`config.mk`:
```
export PLATFORM = sky130hd
export DESIGN_NAME = lsu_top
export DESIGN_NICKNAME = d
export VERILOG_FILES = /design/src/source/lsu_pkg.sv /design/src/source/lsu_top.sv /design/src/source/mem_issue.sv /design/src/source/mem_req_queue.sv /design/src/source/mem_unit.sv
export VERILOG_INCLUDE_DIRS = /design/src /design/src/source
export SDC_FILE = /design/constraint.sdc
export NUM_CORES = 1
export LEC_CHECK = 0
export BUFFER_PORTS_ARGS = -buffer_cell sky130_fd_sc_hd__buf_2
export CAP_MARGIN = 0
export CORE_MARGIN = 2
export CORE_UTILIZATION = 58
export CTS_CLUSTER_SIZE = 24
export DETAILED_ROUTE_END_ITERATION = 10
export PLACE_DENSITY = 0.8
export SLEW_MARGIN = 5
export SYNTH_ARGS = -nofsm -noshare
export SYNTH_HDL_FRONTEND = slang
export SYNTH_HIERARCHICAL = 1
export SYNTH_SLANG_ARGS = --single-unit
```
`constraint.sdc`:
```
create_clock -name clk -period 10.16 [get_ports clk]
set_input_delay 2.032 -clock clk [delete_from_list [all_inputs] [get_ports clk]]
set_output_delay 2.032 -clock clk [all_outputs]
set_load 0.05 [all_outputs]
```
`src/source/lsu_defs.svh`:
```
`ifndef LSU_DEFS_SVH
`define LSU_DEFS_SVH

// data and address width, one rv32 word
`define LSU_XLEN 32

// reorder buffer tag width
`define LSU_ROB_W 4

// request queue entries, also the number of credits after reset
// keep it a power of two (2, 4 or 8)
`define LSU_QDEPTH 4

`endif

```
`src/source/lsu_pkg.sv`:
```
`include "lsu_defs.svh"

package lsu_pkg;

        typedef logic [`LSU_XLEN-1:0]   word_t;
        typedef logic [`LSU_XLEN/8-1:0] mask_t;
        typedef logic [`LSU_ROB_W-1:0]  rob_idx_t;

        // rv32i load and store flavours
        typedef enum logic [2:0] {
                lb,
                lbu,
                lh,
                lhu,
                lw,
                sb,
                sh,
                sw
        } mem_op_e;

        // operation as it leaves the reservation station
        typedef struct packed {
                mem_op_e  op;
                word_t    base;
                word_t    imm;
                word_t    store_data;
                rob_idx_t rob_idx;
        } mem_issue_t;

        // request held in the queue, already lane aligned
        typedef struct packed {
                mem_op_e    op;
                word_t      addr;
                logic [1:0] offset;
                mask_t      rmask;
                mask_t      wmask;
                word_t      wdata;
                rob_idx_t   rob_idx;
        } mem_req_t;

        // result toward the reorder buffer
        typedef struct packed {
                rob_idx_t rob_idx;
                logic     is_load;
                word_t    addr;
                word_t    rd_data;
        } wb_t;

        typedef enum logic [1:0] {idle, wait_resp, finish} unit_state_e;

endpackage

```
`src/source/lsu_top.sv`:
```
module lsu_top (
        input  logic                clk,
        input  logic                rst,
        input  logic                issue_valid_i,
        input  lsu_pkg::mem_issue_t issue_i,
        output logic                issue_ready_o,
        output lsu_pkg::word_t      dmem_addr_o,
        output lsu_pkg::mask_t      dmem_rmask_o,
        output lsu_pkg::mask_t      dmem_wmask_o,
        output lsu_pkg::word_t      dmem_wdata_o,
        input  lsu_pkg::word_t      dmem_rdata_i,
        input  logic                dmem_resp_i,
        output logic                wb_valid_o,
        output lsu_pkg::wb_t        wb_o
);
        logic              push;
        lsu_pkg::mem_req_t req;
        logic              credit;
        logic              head_valid;
        lsu_pkg::mem_req_t head;
        logic              pop;

        mem_issue u_issue (
                .clk           (clk),
                .rst           (rst),
                .issue_valid_i (issue_valid_i),
                .issue_i       (issue_i),
                .issue_ready_o (issue_ready_o),
                .push_o        (push),
                .req_o         (req),
                .credit_i      (credit)
        );

        // program-order buffer between address generation and memory
        mem_req_queue u_queue (
                .clk          (clk),
                .rst          (rst),
                .push_i       (push),
                .req_i        (req),
                .pop_i        (pop),
                .head_valid_o (head_valid),
                .head_o       (head),
                .credit_o     (credit)
        );

        mem_unit u_unit (
                .clk          (clk),
                .rst          (rst),
                .head_valid_i (head_valid),
                .head_i       (head),
                .pop_o        (pop),
                .dmem_addr_o  (dmem_addr_o),
                .dmem_rmask_o (dmem_rmask_o),
                .dmem_wmask_o (dmem_wmask_o),
                .dmem_wdata_o (dmem_wdata_o),
                .dmem_rdata_i (dmem_rdata_i),
                .dmem_resp_i  (dmem_resp_i),
                .wb_valid_o   (wb_valid_o),
                .wb_o         (wb_o)
        );

endmodule

```
`src/source/mem_issue.sv`:
```
`include "lsu_defs.svh"

module mem_issue (
        input  logic                clk,
        input  logic                rst,
        input  logic                issue_valid_i,
        input  lsu_pkg::mem_issue_t issue_i,
        output logic                issue_ready_o,
        output logic                push_o,
        output lsu_pkg::mem_req_t   req_o,
        input  logic                credit_i
);
        localparam int CNT_W = $clog2(`LSU_QDEPTH + 1);

        logic [CNT_W-1:0]  credit_cnt;
        logic              accept;
        logic              is_store;
        lsu_pkg::word_t    eff_addr;
        logic [1:0]        offset;
        lsu_pkg::mask_t    size_mask;
        lsu_pkg::mask_t    lane_mask;
        lsu_pkg::mem_req_t req_next;

        assign issue_ready_o = (credit_cnt != '0);
        assign accept = issue_valid_i && issue_ready_o;

        assign eff_addr = issue_i.base + issue_i.imm;
        assign offset = eff_addr[1:0];
        assign is_store = issue_i.op inside {lsu_pkg::sb, lsu_pkg::sh, lsu_pkg::sw};

        // access size, then move it to the addressed bytes
        always_comb begin
                case (issue_i.op)
                lsu_pkg::lb, lsu_pkg::lbu, lsu_pkg::sb: size_mask = 4'b0001;
                lsu_pkg::lh, lsu_pkg::lhu, lsu_pkg::sh: size_mask = 4'b0011;
                default: size_mask = 4'b1111;
                endcase
        end

        assign lane_mask = size_mask << offset;

        always_comb begin
                req_next.op = issue_i.op;
                req_next.addr = {eff_addr[`LSU_XLEN-1:2], 2'b00};
                req_next.offset = offset;
                req_next.rmask = is_store ? '0 : lane_mask;
                req_next.wmask = is_store ? lane_mask : '0;
                req_next.wdata = issue_i.store_data << {offset, 3'b000};
                req_next.rob_idx = issue_i.rob_idx;
        end

        // a credit is spent at acceptance, the push follows one cycle later
        always_ff @(posedge clk) begin
                if (rst) begin
                        credit_cnt <= CNT_W'(`LSU_QDEPTH);
                        push_o <= 1'b0;
                end else begin
                        push_o <= accept;
                        case ({accept, credit_i})
                        2'b10: credit_cnt <= credit_cnt - 1'b1;
                        2'b01: credit_cnt <= credit_cnt + 1'b1;
                        default: credit_cnt <= credit_cnt;
                        endcase
                end
        end

        always_ff @(posedge clk) begin
                if (accept) begin
                        req_o <= req_next;
                end
        end

        // misaligned halfword and word accesses are never issued
        a_half_aligned: assert property (@(posedge clk) disable iff (rst)
                accept && (issue_i.op inside {lsu_pkg::lh, lsu_pkg::lhu, lsu_pkg::sh})
                |-> !eff_addr[0]);
        a_word_aligned: assert property (@(posedge clk) disable iff (rst)
                accept && (issue_i.op inside {lsu_pkg::lw, lsu_pkg::sw})
                |-> (eff_addr[1:0] == 2'b00));

        // queue must only hand back credits that were spent
        a_credit_cap: assert property (@(posedge clk) disable iff (rst)
                credit_cnt <= CNT_W'(`LSU_QDEPTH));

endmodule

```
`src/source/mem_req_queue.sv`:
```
`include "lsu_defs.svh"

module mem_req_queue (
        input  logic              clk,
        input  logic              rst,
        input  logic              push_i,
        input  lsu_pkg::mem_req_t req_i,
        input  logic              pop_i,
        output logic              head_valid_o,
        output lsu_pkg::mem_req_t head_o,
        output logic              credit_o
);
        localparam int PTR_W = $clog2(`LSU_QDEPTH);
        localparam int CNT_W = $clog2(`LSU_QDEPTH + 1);
        localparam logic [PTR_W-1:0] LAST = PTR_W'(`LSU_QDEPTH - 1);

        lsu_pkg::mem_req_t entries [`LSU_QDEPTH];
        logic [PTR_W-1:0]  wr_ptr;
        logic [PTR_W-1:0]  rd_ptr;
        logic [CNT_W-1:0]  count;
        logic              do_pop;

        assign head_valid_o = (count != '0);
        assign head_o = entries[rd_ptr];
        assign do_pop = pop_i && head_valid_o;

        // each entry leaving frees one slot for the producer
        assign credit_o = do_pop;

        always_ff @(posedge clk) begin
                if (push_i) begin
                        entries[wr_ptr] <= req_i;
                end
        end

        always_ff @(posedge clk) begin
                if (rst) begin
                        wr_ptr <= '0;
                        rd_ptr <= '0;
                        count <= '0;
                end else begin
                        if (push_i) begin
                                wr_ptr <= (wr_ptr == LAST) ? '0 : wr_ptr + 1'b1;
                        end
                        if (do_pop) begin
                                rd_ptr <= (rd_ptr == LAST) ? '0 : rd_ptr + 1'b1;
                        end
                        case ({push_i, do_pop})
                        2'b10: count <= count + 1'b1;
                        2'b01: count <= count - 1'b1;
                        default: count <= count;
                        endcase
                end
        end

        // credit flow in the producer keeps a full queue from seeing a push
        a_no_push_full: assert property (@(posedge clk) disable iff (rst)
                push_i |-> (count != CNT_W'(`LSU_QDEPTH)));
        a_no_pop_empty: assert property (@(posedge clk) disable iff (rst)
                pop_i |-> head_valid_o);

endmodule

```
`src/source/mem_unit.sv`:
```
`include "lsu_defs.svh"

module mem_unit (
        input  logic              clk,
        input  logic              rst,
        input  logic              head_valid_i,
        input  lsu_pkg::mem_req_t head_i,
        output logic              pop_o,
        output lsu_pkg::word_t    dmem_addr_o,
        output lsu_pkg::mask_t    dmem_rmask_o,
        output lsu_pkg::mask_t    dmem_wmask_o,
        output lsu_pkg::word_t    dmem_wdata_o,
        input  lsu_pkg::word_t    dmem_rdata_i,
        input  logic              dmem_resp_i,
        output logic              wb_valid_o,
        output lsu_pkg::wb_t      wb_o
);
        lsu_pkg::unit_state_e state;
        lsu_pkg::mem_req_t    cur_q;
        lsu_pkg::word_t       lane_data;
        lsu_pkg::word_t       load_data;
        logic                 cur_is_load;
        logic                 resp_done;

        // only take a new request once the previous one has written back
        assign pop_o = (state == lsu_pkg::idle) && head_valid_i;

        assign dmem_addr_o = cur_q.addr;
        assign dmem_wdata_o = cur_q.wdata;

        // request is live only in wait_resp, so the masks drop at the response edge
        assign dmem_rmask_o = (state == lsu_pkg::wait_resp) ? cur_q.rmask : '0;
        assign dmem_wmask_o = (state == lsu_pkg::wait_resp) ? cur_q.wmask : '0;

        assign cur_is_load = cur_q.op inside {lsu_pkg::lb, lsu_pkg::lbu, lsu_pkg::lh,
                                              lsu_pkg::lhu, lsu_pkg::lw};
        assign resp_done = (state == lsu_pkg::wait_resp) && dmem_resp_i;

        // addressed byte lane down to bit 0
        assign lane_data = dmem_rdata_i >> {cur_q.offset, 3'b000};

        always_comb begin
                case (cur_q.op)
                lsu_pkg::lb:
                        load_data = {{(`LSU_XLEN-8){lane_data[7]}}, lane_data[7:0]};
                lsu_pkg::lbu:
                        load_data = {{(`LSU_XLEN-8){1'b0}}, lane_data[7:0]};
                lsu_pkg::lh:
                        load_data = {{(`LSU_XLEN-16){lane_data[15]}}, lane_data[15:0]};
                lsu_pkg::lhu:
                        load_data = {{(`LSU_XLEN-16){1'b0}}, lane_data[15:0]};
                default:
                        load_data = lane_data;
                endcase
        end

        always_ff @(posedge clk) begin
                if (rst) begin
                        state <= lsu_pkg::idle;
                end else begin
                        case (state)
                        lsu_pkg::idle: begin
                                if (head_valid_i) begin
                                        state <= lsu_pkg::wait_resp;
                                end
                        end
                        lsu_pkg::wait_resp: begin
                                if (dmem_resp_i) begin
                                        state <= lsu_pkg::finish;
                                end
                        end
                        default: state <= lsu_pkg::idle;
                        endcase
                end
        end

        always_ff @(posedge clk) begin
                if (pop_o) begin
                        cur_q <= head_i;
                end
                if (resp_done) begin
                        wb_o.rob_idx <= cur_q.rob_idx;
                        wb_o.is_load <= cur_is_load;
                        wb_o.addr <= {cur_q.addr[`LSU_XLEN-1:2], cur_q.offset};
                        // stores report no data
                        wb_o.rd_data <= cur_is_load ? load_data : '0;
                end
        end

        assign wb_valid_o = (state == lsu_pkg::finish);

        a_one_dir: assert property (@(posedge clk) disable iff (rst)
                !((|dmem_rmask_o) && (|dmem_wmask_o)));

        // memory answers only a live request
        a_resp_live: assert property (@(posedge clk) disable iff (rst)
                dmem_resp_i |-> ((|dmem_rmask_o) || (|dmem_wmask_o)));

endmodule

```
Word-level counts from Yosys, hierarchy flattened
Memory sizes are Yosys's and may differ from the RTL's. A register that Yosys moved wholly into a read port is not among the register bits.
Cells that the tools add are included.

word-level totals
  flip-flop bits (word level) = 193
  memory bits (writable) = 316
  input port bits = 139
  output and inout port bits = 143
  logic and storage cells = 78
  memories kept = 1

memories
  name             depth  bits a word  read ports  clocked after memory_dff  write ports  RTL line             RTL
  u_queue.entries  4      79           1           1                         1            mem_req_queue.sv:17  lsu_pkg::mem_req_t entries [`LSU_QDEPTH];

operators by class
  $add $sub $neg = 7
  equality and inequality tests = 20
  shifts and indexed selects = 3
  mux-type cells = 13
  reduce and logical (&&, ||, !) cells = 16

operators with widths
  operator                                          number
  one-hot mux 32 bit (4 select lines)               1
  adder 32 bit                                      1
  << shifter 32 x 5 -> 32 bit                       1
  >> shifter 32 x 5 -> 32 bit                       1
  == test 3 x 2 -> 1 bit, second input constant     4
  == test 3 bit, second input constant              4
  one-hot mux 3 bit (2 select lines)                2
  == test 2 bit, second input constant              5
  nonzero test 3 bit                                3
  two-way mux 2 bit                                 4
  two-way mux 4 bit                                 2
  one-hot mux 4 bit (2 select lines)                1
  adder 3 x 1 -> 3 bit, second input constant       2
  == test 2 x 1 -> 1 bit, second input constant     3
  == test 3 x 1 -> 1 bit, second input constant     2
  logical NOT 3 bit                                 2
  OR reduction 3 bit                                2
  subtractor 3 x 1 -> 3 bit, second input constant  2
  nonzero test 5 bit                                1
  adder 2 x 1 -> 2 bit, second input constant       2
  logical AND 1 bit                                 4
  != test 2 bit, second input constant              2
  one-hot mux 2 bit (2 select lines)                1
  nonzero test 2 bit                                2
  4 further kinds                                   5

Longest topological paths before layout
Gate-level depths: netlist (run 1).

  depth in word-level cells = 5
  depth in mapped cells = 10
  gate-level depth less buffers = 10

By module
Netlist (run 1), hierarchy kept.

by module, submodules not included
  module         times used  cells an instance  area an instance (sq um)  sequential area each (sq um)
  mem_req_queue  1           471                12218.0                   9909.5
  mem_unit       1           352                5963.2                    4544.4
  mem_issue      1           451                4963.5                    2452.4

Least setup slack after synthesis (run 1)
Ideal clock, no wire load.

  kind = reg2reg
  from = register u_queue.count[0]
  to = register u_issue.credit_cnt[2]
  library setup time = 132 ps
  arrival = 8999 ps
  data required time = 10028 ps
  slack = 1028 ps
  stages on the path, launching flop included = 11
  path buffers = 0
  clock period less this slack = 9132 ps
  path through = dfxtp_1 or3_1 nor3b_1 o31ai_1 inv_1 ha_1 inv_1 fa_1 xor2_1 o21ai_0 or3b_2

between the ends
  longest elaborated chain between the ends = 5
  elaborated cells on any way between the ends = 7
  classes of those cells = 2 x eq/ne; 1 x mux; 4 x reduce/logical

RTL lines
  element                                                                   RTL line             RTL
  from (decl)                                                               mem_req_queue.sv:20  logic [CNT_W-1:0] count;
  from (signal assigned)                                                    mem_req_queue.sv:49  2'b10: count <= count + 1'b1;
  from (signal assigned)                                                    mem_req_queue.sv:50  2'b01: count <= count - 1'b1;
  from (signal assigned)                                                    mem_req_queue.sv:51  default: count <= count;
  nonzero test 3 bit (*)                                                    mem_req_queue.sv:23  assign head_valid_o = (count != '0);
  net head_valid                                                            lsu_top.sv:19        logic head_valid;
  logical AND 1 bit (*)                                                     mem_unit.sv:26       assign pop_o = (state == lsu_pkg::idle) && head_valid_i;
  net pop                                                                   lsu_top.sv:21        logic pop;
  logical AND 1 bit (*)                                                     mem_req_queue.sv:25  assign do_pop = pop_i && head_valid_o;
  net credit                                                                lsu_top.sv:18        logic credit;
  == test 2 x 1 -> 1 bit or == test 2 bit (tied branches)                   mem_issue.sv:59      case ({accept, credit_i})
  one-hot mux 3 bit (2 select lines) or nonzero test 2 bit (tied branches)  n/a
  to (signal assigned)                                                      mem_issue.sv:60      2'b10: credit_cnt <= credit_cnt - 1'b1;
  to (signal assigned)                                                      mem_issue.sv:61      2'b01: credit_cnt <= credit_cnt + 1'b1;
  to (signal assigned)                                                      mem_issue.sv:62      default: credit_cnt <= credit_cnt;
  to (decl)                                                                 mem_issue.sv:15      logic [CNT_W-1:0] credit_cnt;

Mark *: on every way through the listed nets, which the timed path passes. The rest lies on a longest branch.
A chain may end at the register's enable or synchronous reset.

==> results of run 1 <==
[routing by layer]
metal,global-route usage,up-vias
li1,-,5408
met1,0.276,5946
met2,0.393,466
met3,0.0324,85
met4,0.0759,0
met5,0,-
[report_power, final]
group          internal [mW]  switching [mW]
Combinational          0.424            1.10
Sequential              3.10           0.205
Clock                   1.10           0.808
Total                   4.63            2.12
[metrics by stage]
step / utilization / power (mW) / cells / setup WS (ps) / area (um^2)
2_1_floorplan: - / 4.65 / 1275 / 1030 / 23100
3_3_place_gp: 0.617 / 4.85 / 1973 / 5570 / 24400
3_5_place_dp: 0.617 / 4.89 / 1973 / 5500 / 24400
4_1_cts: 0.660 / 6.80 / 2069 / 6040 / 26100
5_1_grt: 0.660 / 7.00 / 2069 / 5890 / 26100
6_report: 0.660 / 6.74 / 2069 / 5990 / 26100
[registers in the layout, summed over array words and instances (netlist names), named ones only]
name                 cells
u_queue/entries        324
u_issue/req_o           79
u_unit/wb_o             69
u_unit/dmem_addr_o      32
u_unit/dmem_wdata_o     32
u_unit/cur_q            17
u_issue/credit_cnt       3
u_queue/count            3
u_queue/rd_ptr           2
u_queue/wr_ptr           2
u_unit/state             2
u_issue/push_o           1
[layout by cell type (no fill, tap or decap), drive strengths merged, types with 6 or more instances in the layout]
cell type	count
dfxtp	15
or3	6
edfxtp	553
nand4	6
o2bb2ai	14
a211oi	25
buf	293
mux4	81
o21ai	38
mux2	9
mux2i	28
nor2b	21
xnor2	16
xor2	18
a21o	11
ha	38
clkinv	22
o31ai	7
nand2	62
clkbuf	66
and2	25
a21oi	58
inv	17
nor3	8
nor2	37
[worst min path at each step]
stage / end / cells after the start
2_1_floorplan: u_unit/wb_o[65] / 0
5_1_grt: u_unit/wb_o[68] / 0
3_3_place_gp: u_unit/wb_o[68] / 0
3_5_place_dp: u_unit/wb_o[68] / 0
4_1_cts: u_unit/wb_o[68] / 0
6_report: u_unit/wb_o[68] / 0
[area by class of cell]
cell class / count / area share
flip-flops and latches: 568 / 0.648
multi-input cells: 569 / 0.202
repair buffers: 293 / 0.0573
clock buffers: 66 / 0.0535
well taps: 525 / 0.0252
clock inverters: 30 / 0.0111
inverters: 18 / 0.00264
[cell families (layout without fill, tap and decap cells)]
logic type | after synthesis | in the layout
AOI/OAI and AO/OA | 184 | 184
xor gates and xnor gates | 34 | 34
adders and majority gates | 41 | 41
buffers and inverters | 138 | 407
DFF | 568 | 568
muxes | 118 | 118
other | 1 | 2
and+or+nand+nor | 190 | 190
==> results.cfg, run 1 <==
[status]
run_status = finished, final reports clean

[layout]
seq_area_um2 = 16900
multi_input_area_um2 = 5270
area_growth_pct = 12.8
nFillCells = 2583
n_antenna_cell = 0
drive_above_1_share = 0.315
final_nets = 1683

[logic_synthesis]
synthMuxAreaShare = 0.0955
synth_area_leaders = edfxtp_1 72%, mux4_2 7.9%, buf_4 2.3%
synthFlopType = edfxtp_1
synthArstFlopShare = 0
synth_xor_area_frac = 0.0129
yosys.area_share.simple = 0.0417
synth_seq_area_share = 0.730
synthAdderAreaFrac = 0.0231
post_synth_most_frequent_cells = 553 x edfxtp_1, 81 x mux4_2, 70 x buf_4
synth_top_family_by_area = multiplexers
synth_top_cell_by_area = edfxtp_1
synth_compound_area_frac = 0.0535
synth.cell_area_um2 = 23100
yosysMostFrequentCell = edfxtp_1
synth-seq-cells = 568
avgSynthCellArea_um2 = 18.2
synth_top_cell_area_share = 0.717
syn_inst = 1274
ys_warn_count = 6
synth_edf_count = 553
yosysUniqueCellTypes = 74

[clocking]
cts_tree = built
clkTransAtPathRegs_ps = 60
root_buffer = clkbuf_16
hold_buffers = 0
cts_max_level = 2
cts_resized = 0
cts_num_sinks = 568
clock_path_buffers = 3
cts_setup_buffers = 0
cts_inserted_buffers = 53
clock_latency_ps = 580

[place]
gp_congestion = 0.867
io_buffers = 281
dpl.hpwl_mm = 29.2

[job]
drv_cap = 0

[sta]
fin_crit_sh = 0.410
rsz0062_at_grt = no
finClkSkew_ps = 23.1
worst_slew_pin_slew_ps = 1100
relSlewSlack = 0.268
hold_viol_final = 0
clock.fmax_ghz = 0.240
fin_hold_ws_ps = 426
maxSlewViolCount = 0
layout_min_cycle_time_ps = 4170
setup_violations = 0
setup_tns_ps = 0

[worst_setup_path]
critPathTopFamily = adder cells
r2r_end = u_unit/cur_q[80]
startpoint = issue_i[36]
required_ps = 10450
path_class = in -> reg
cp-end-kind = flip-flop
crit_path_max_incr_delay_ps = 1270
path_cells = buf_2, ha_1, fa_2, nor2b_1, nand2_1, o21ai_0
reg2reg_depth = 2
cp.depth = 6
path_max_fanout = 44
reg2reg_slack_ps = 7490
cp.arrival_ps = 4460
crit_end = u_issue/req_o[21]
slowest_stage = fa_2
setup.worst_path.start_class = primary input
crit_buf_inv = 1

[die]
die_area_um2 = 41500
io_pins = 282
num_rows = 73
initial_utilization = 0.585
die_h_um = 204
core_um2 = 39500
die_x_um = 204

[global_routing]
grt_pass1_wl_mm = 68.9
grt_use_total = 0.220
grt_max_degree = 71
grt-ovfl-total = 0
grt_pass1_vias = 12200
antenna_found_initial = 0

[min_path]
hp-start = u_unit/cur_q[3]
hold_class = reg -> reg

[route]
dr.pass1.iters = 5
drt_iter0_drc = 1012
detail_route.wl_per_cell_um = 22.0
drc = 0
routed.top_layer = met4
vias = 11900
wl_met2_mm = 23.8
dr_wl_met3_mm = 2.64
wirelength_mm = 45.5
met1Wirelength_mm = 17.7
vias_per_cell = 5.75
ant_nets = 0

[pwr]
p_leak_nw = 9.14
powerDensity_nw_per_um2 = 258
ir_drop_mv = 0.147
No activity file was read; power rests on OpenSTA's default activity.
==> run 2, diff against run 1 <==
clock period = 4.1 ns   (was 10.16 ns; I/O delays follow)
==> run 2 against run 1 <==
Clock-buffer cell count up 10; register-to-register slack worse by 6300 ps; sequential power up 150%; non-clock buffer count up 8; critical endpoint is now dmem_rmask_o[3].
==> results.cfg, run 2 (same netlist as run 1, synthesis figures left out) <==
[clocking]
cts_max_level = 2
hold_buffers = 0
clkTransAtPathRegs_ps = 60
cts_resized = 0
clock_latency_ps = 590
cts_num_sinks = 568
cts_tree = built
cts_inserted_buffers = 55
clock_path_buffers = 3
cts_setup_buffers = 0
root_buffer = clkbuf_16

[worst_setup_path]
setup.worst_path.start_class = flip-flop
cp-end-kind = output pin
path_class = reg -> out
cp.arrival_ps = 2150
required_ps = 3280
path_max_fanout = 10

[layout]
regMostFlops = u_queue/entries
nFillCells = 2611
largest_reg_flops = 324
seq_area_um2 = 16900
final_common_cell = edfxtp_1
multi_input_area_um2 = 5290
layout_common_cells = 553 x edfxtp_1, 281 x buf_2, 81 x mux4_2
final_nets = 1693
reg_top3 = u_queue/entries (324), u_issue/req_o (79), u_unit/wb_o (69)
final_core_util = 0.661
area_growth_pct = 13.0
drive_above_1_share = 0.320

[sta]
hold_viol_final = 0
fin_crit_sh = 0.725
maxSlewViolCount = 0
rsz0062_at_grt = no
fin_ws_ps = 1130
layout_min_cycle_time_ps = 2970
finClkSkew_ps = 16.3
setup_violations = 0
worst_slew_pin_slew_ps = 1110
relSlewSlack = 0.259
clock.fmax_ghz = 0.337

[place]
dpl.hpwl_mm = 28.3
place_ws_ps = 679
io_buffers = 281
gp_congestion = 0.876

[pwr]
p_leak_nw = 9.18
ir_drop_mv = 0.322
powerDensity_nw_per_um2 = 634
power_mw = 16.6

[route]
drt_iter0_drc = 956
vias_per_cell = 5.74
wirelength_mm = 44.5
dr.pass1.iters = 5
vias = 12000
ant_nets = 0
drc = 0
detail_route.wl_per_cell_um = 21.4

[global_routing]
grt_max_degree = 80
antenna_found_initial = 2
grt_pass1_vias = 12200
grt_use_total = 0.215
grt_pass1_wl_mm = 67.6
grt-ovfl-total = 0

[die]
die_h_um = 204
initial_utilization = 0.585
die_area_um2 = 41500
die_x_um = 204
num_rows = 73
io_pins = 282
core_um2 = 39500

[job]
drv_cap = 0

[min_path]
hold_class = in -> reg

[status]
run_status = finished, final reports clean
-- run 2: changes by cell type in the layout (fill, tap and decap cells not counted), moves of 3 or more --
cell,previous run,this run
clkinv_1,11,8
bufinv_16,5,1
buf_4,12,19
clkbuf_1,12,20
clkinvlp_4,4,1
diode_2,0,3
-- run 2: power breakdown --
group	switching, mW	total, mW	internal, mW
Clock	2.01	4.59	2.58
Combinational	2.73	3.81	1.08
Sequential	0.485	8.18	7.69
-- run 2: cell type report --
cell class,count,area share
flip-flops and latches,568,0.647
multi-input cells,569,0.202
repair buffers,301,0.0600
clock buffers,76,0.0565
well taps,525,0.0251
clock inverters,23,0.00636
inverters,18,0.00268
diodes,3,0.000287
-- run 2: through the flow --
stage | TNS [ps] | std cells | hold WS [ps] | cell area, um^2
2_1_floorplan | -910 | 1275 | 400 | 23200
6_report | 0 | 2083 | 407 | 26200
3_3_place_gp | 0 | 1981 | 404 | 24500
3_5_place_dp | 0 | 1981 | 407 | 24500
4_1_cts | 0 | 2080 | 373 | 26100
5_1_grt | 0 | 2082 | 391 | 26100
-- run 2: worst paths after layout --
kind	start	to	slack [ps]	depth (start not counted)
worst max register to register	u_queue/count[2]	u_queue/count[2]	1230	11
worst max-delay path	u_unit/state[0]	dmem_rmask_o[3]	1130	3
worst min register to register	u_unit/cur_q[1]	u_unit/wb_o[66]	420	0
worst min-delay path	issue_i[1]	u_issue/req_o[1]	410	1
-- run 2: per-layer routing --
metal  vias up  GRT usage  wire (um)
li1       5439          -          -
met2       506      0.377      23100
met1      5938      0.274      17400
met4         0     0.0678       1070
met5         -          0          0
met3        78     0.0377       2950
-- run 2: worst max-delay path, stage by stage (launching register included) --
cell     delay [ps]
dfxtp_1         390
nor2b_1         650
and2_1          250
buf_2           270
==> run 3, diff against run 2 <==
CORE_UTILIZATION = 52   (was 58)
PLACE_DENSITY = 0.75   (was 0.8)
clock period = 2.6 ns   (was 4.1 ns; I/O delays follow)
==> run 3 against run 2 <==
Via count grew 0.94%; critical path depth up 1; sequential power rose by 58%; final cell count is 5.6% higher; first-iteration DRC count is 6.7% higher; combinational power grew 64%; power is 62% higher; utilization fell by 5.2 points; sequential share of layout area is 1.6 points lower; design area increased by 2.6%; non-clock buffer count is 47 higher.
==> results.cfg, run 3 (same netlist as run 1, synthesis figures left out) <==
[route]
drt_iter0_drc = 1020
wirelength_mm = 45.7
detail_route.wl_per_cell_um = 20.8
vias_per_cell = 5.49
dr.pass1.iters = 5
ant_nets = 0
vias = 12100
drc = 0

[layout]
layout_common_cells = 553 x edfxtp_1, 281 x buf_2, 81 x mux4_2
largest_reg_flops = 324
drive_above_1_share = 0.344
final_nets = 1741
multi_input_area_um2 = 5300
regMostFlops = u_queue/entries
final_core_util = 0.609
seq_area_um2 = 16900
finalInstanceArea_um2 = 26800
final_common_cell = edfxtp_1
reg_top3 = u_queue/entries (324), u_issue/req_o (79), u_unit/wb_o (69)
area_growth_pct = 15.9
nFillCells = 3177

[clocking]
hold_buffers = 0
cts_max_level = 2
clock_path_buffers = 3
cts_resized = 0
cts_num_sinks = 568
cts_inserted_buffers = 56
clock_latency_ps = 590
root_buffer = clkbuf_16
cts_setup_buffers = 0
cts_tree = built
clkTransAtPathRegs_ps = 60

[pwr]
p_leak_nw = 9.49
powerDensity_nw_per_um2 = 999
ir_drop_mv = 0.630

[global_routing]
antenna_found_initial = 3
grt_max_degree = 80
grt-ovfl-total = 0
grt_pass1_wl_mm = 69.6
grt_pass1_vias = 12300
grt_use_total = 0.197

[status]
run_status = finished, final reports clean

[sta]
setup_violations = 0
fin_ws_ps = 207
clock.fmax_ghz = 0.418
fin_crit_sh = 0.921
fin_hold_ws_ps = 112
layout_min_cycle_time_ps = 2390
maxSlewViolCount = 0
hold_viol_final = 0
worst_slew_pin_slew_ps = 656
relSlewSlack = 0.562
setup_tns_ps = 0
finClkSkew_ps = 17.9
rsz0062_at_grt = no

[worst_setup_path]
setup.worst_path.start_class = flip-flop
cp.arrival_ps = 1870
r2r_end = u_issue/credit_cnt[2]
rr_startpoint = u_queue/count[0]
required_ps = 2080
cp-end-kind = output pin
path_max_fanout = 8
reg2reg_slack_ps = 240
path_class = reg -> out
reg2reg_depth = 10

[die]
die_x_um = 215
die_h_um = 215
io_pins = 282
num_rows = 77
core_um2 = 44000
die_area_um2 = 46200
initial_utilization = 0.526

[place]
dpl.hpwl_mm = 29.6
gp_congestion = 0.879
io_buffers = 281
place_ws_ps = -325
placed_cell_area_um2 = 25100

[min_path]
hold_class = in -> reg
whs_path_depth = 1
hp-start = issue_i[2]
min_to = u_issue/req_o[2]

[job]
drv_cap = 0
==> run 3: cell count changes in the layout (fill, tap and decap cells not counted), sizes merged <==
cell,change
buf,+47
clkbuf,-9
clkinv,+8
bufinv,+3
clkinvlp,+2
diode,-2
==> run 3: layer usage <==
metal	vias up	GRT usage	wire length, um
met1	6006	0.257	18500
met2	467	0.336	23000
met3	72	0.0429	3100
li1	5529	-	-
met4	0	0.0538	991
met5	-	0	0
==> run 3: how the worst max path moves through the flow <==
stage / cells after the start / start / slack (ps) / endpoint
finish: 4 / u_unit/state[0] / 210 / dmem_wmask_o[2]
CTS: 4 / u_unit/state[0] / 150 / dmem_rmask_o[3]
global route: 4 / u_unit/state[0] / 70 / dmem_rmask_o[3]
detailed placement: 10 / issue_i[36] / -330 / u_issue/req_o[74]
floorplan: 10 / u_queue/count[0] / -1890 / u_issue/credit_cnt[2]
global placement: 10 / issue_i[36] / -320 / u_issue/req_o[74]
==> run 3: critical path, stage by stage, from the launching register on <==
cell     delay (ps)
dfxtp_1         380
nor2b_1         240
buf_4           190
and2_1          190
buf_2           280
==> run 3: through the flow <==
step	power, mW	cells
finish	26.8	2199
detailed placement	19.3	2095
floorplan	18.1	1275
global route	27.9	2199
global placement	19.2	2095
CTS	27.1	2198
==> run 3: where the power goes <==
part | leakage, nW | internal (mW) | switching, mW
clock network | 0.852 | 4.41 | 3.29
logic | 3.41 | 1.86 | 4.38
registers | 5.23 | 12.1 | 0.748
total | 9.49 | 18.4 | 8.42
==> run 3: final cells by class <==
type | count | share of cell area
multi-input combinational | 569 | 0.198
clock buffer | 67 | 0.0546
clock inverter | 36 | 0.0109
timing repair buffer | 348 | 0.0759
tap | 592 | 0.0276
antenna | 1 | 0.0000933
sequential | 568 | 0.631
inverter | 18 | 0.00257
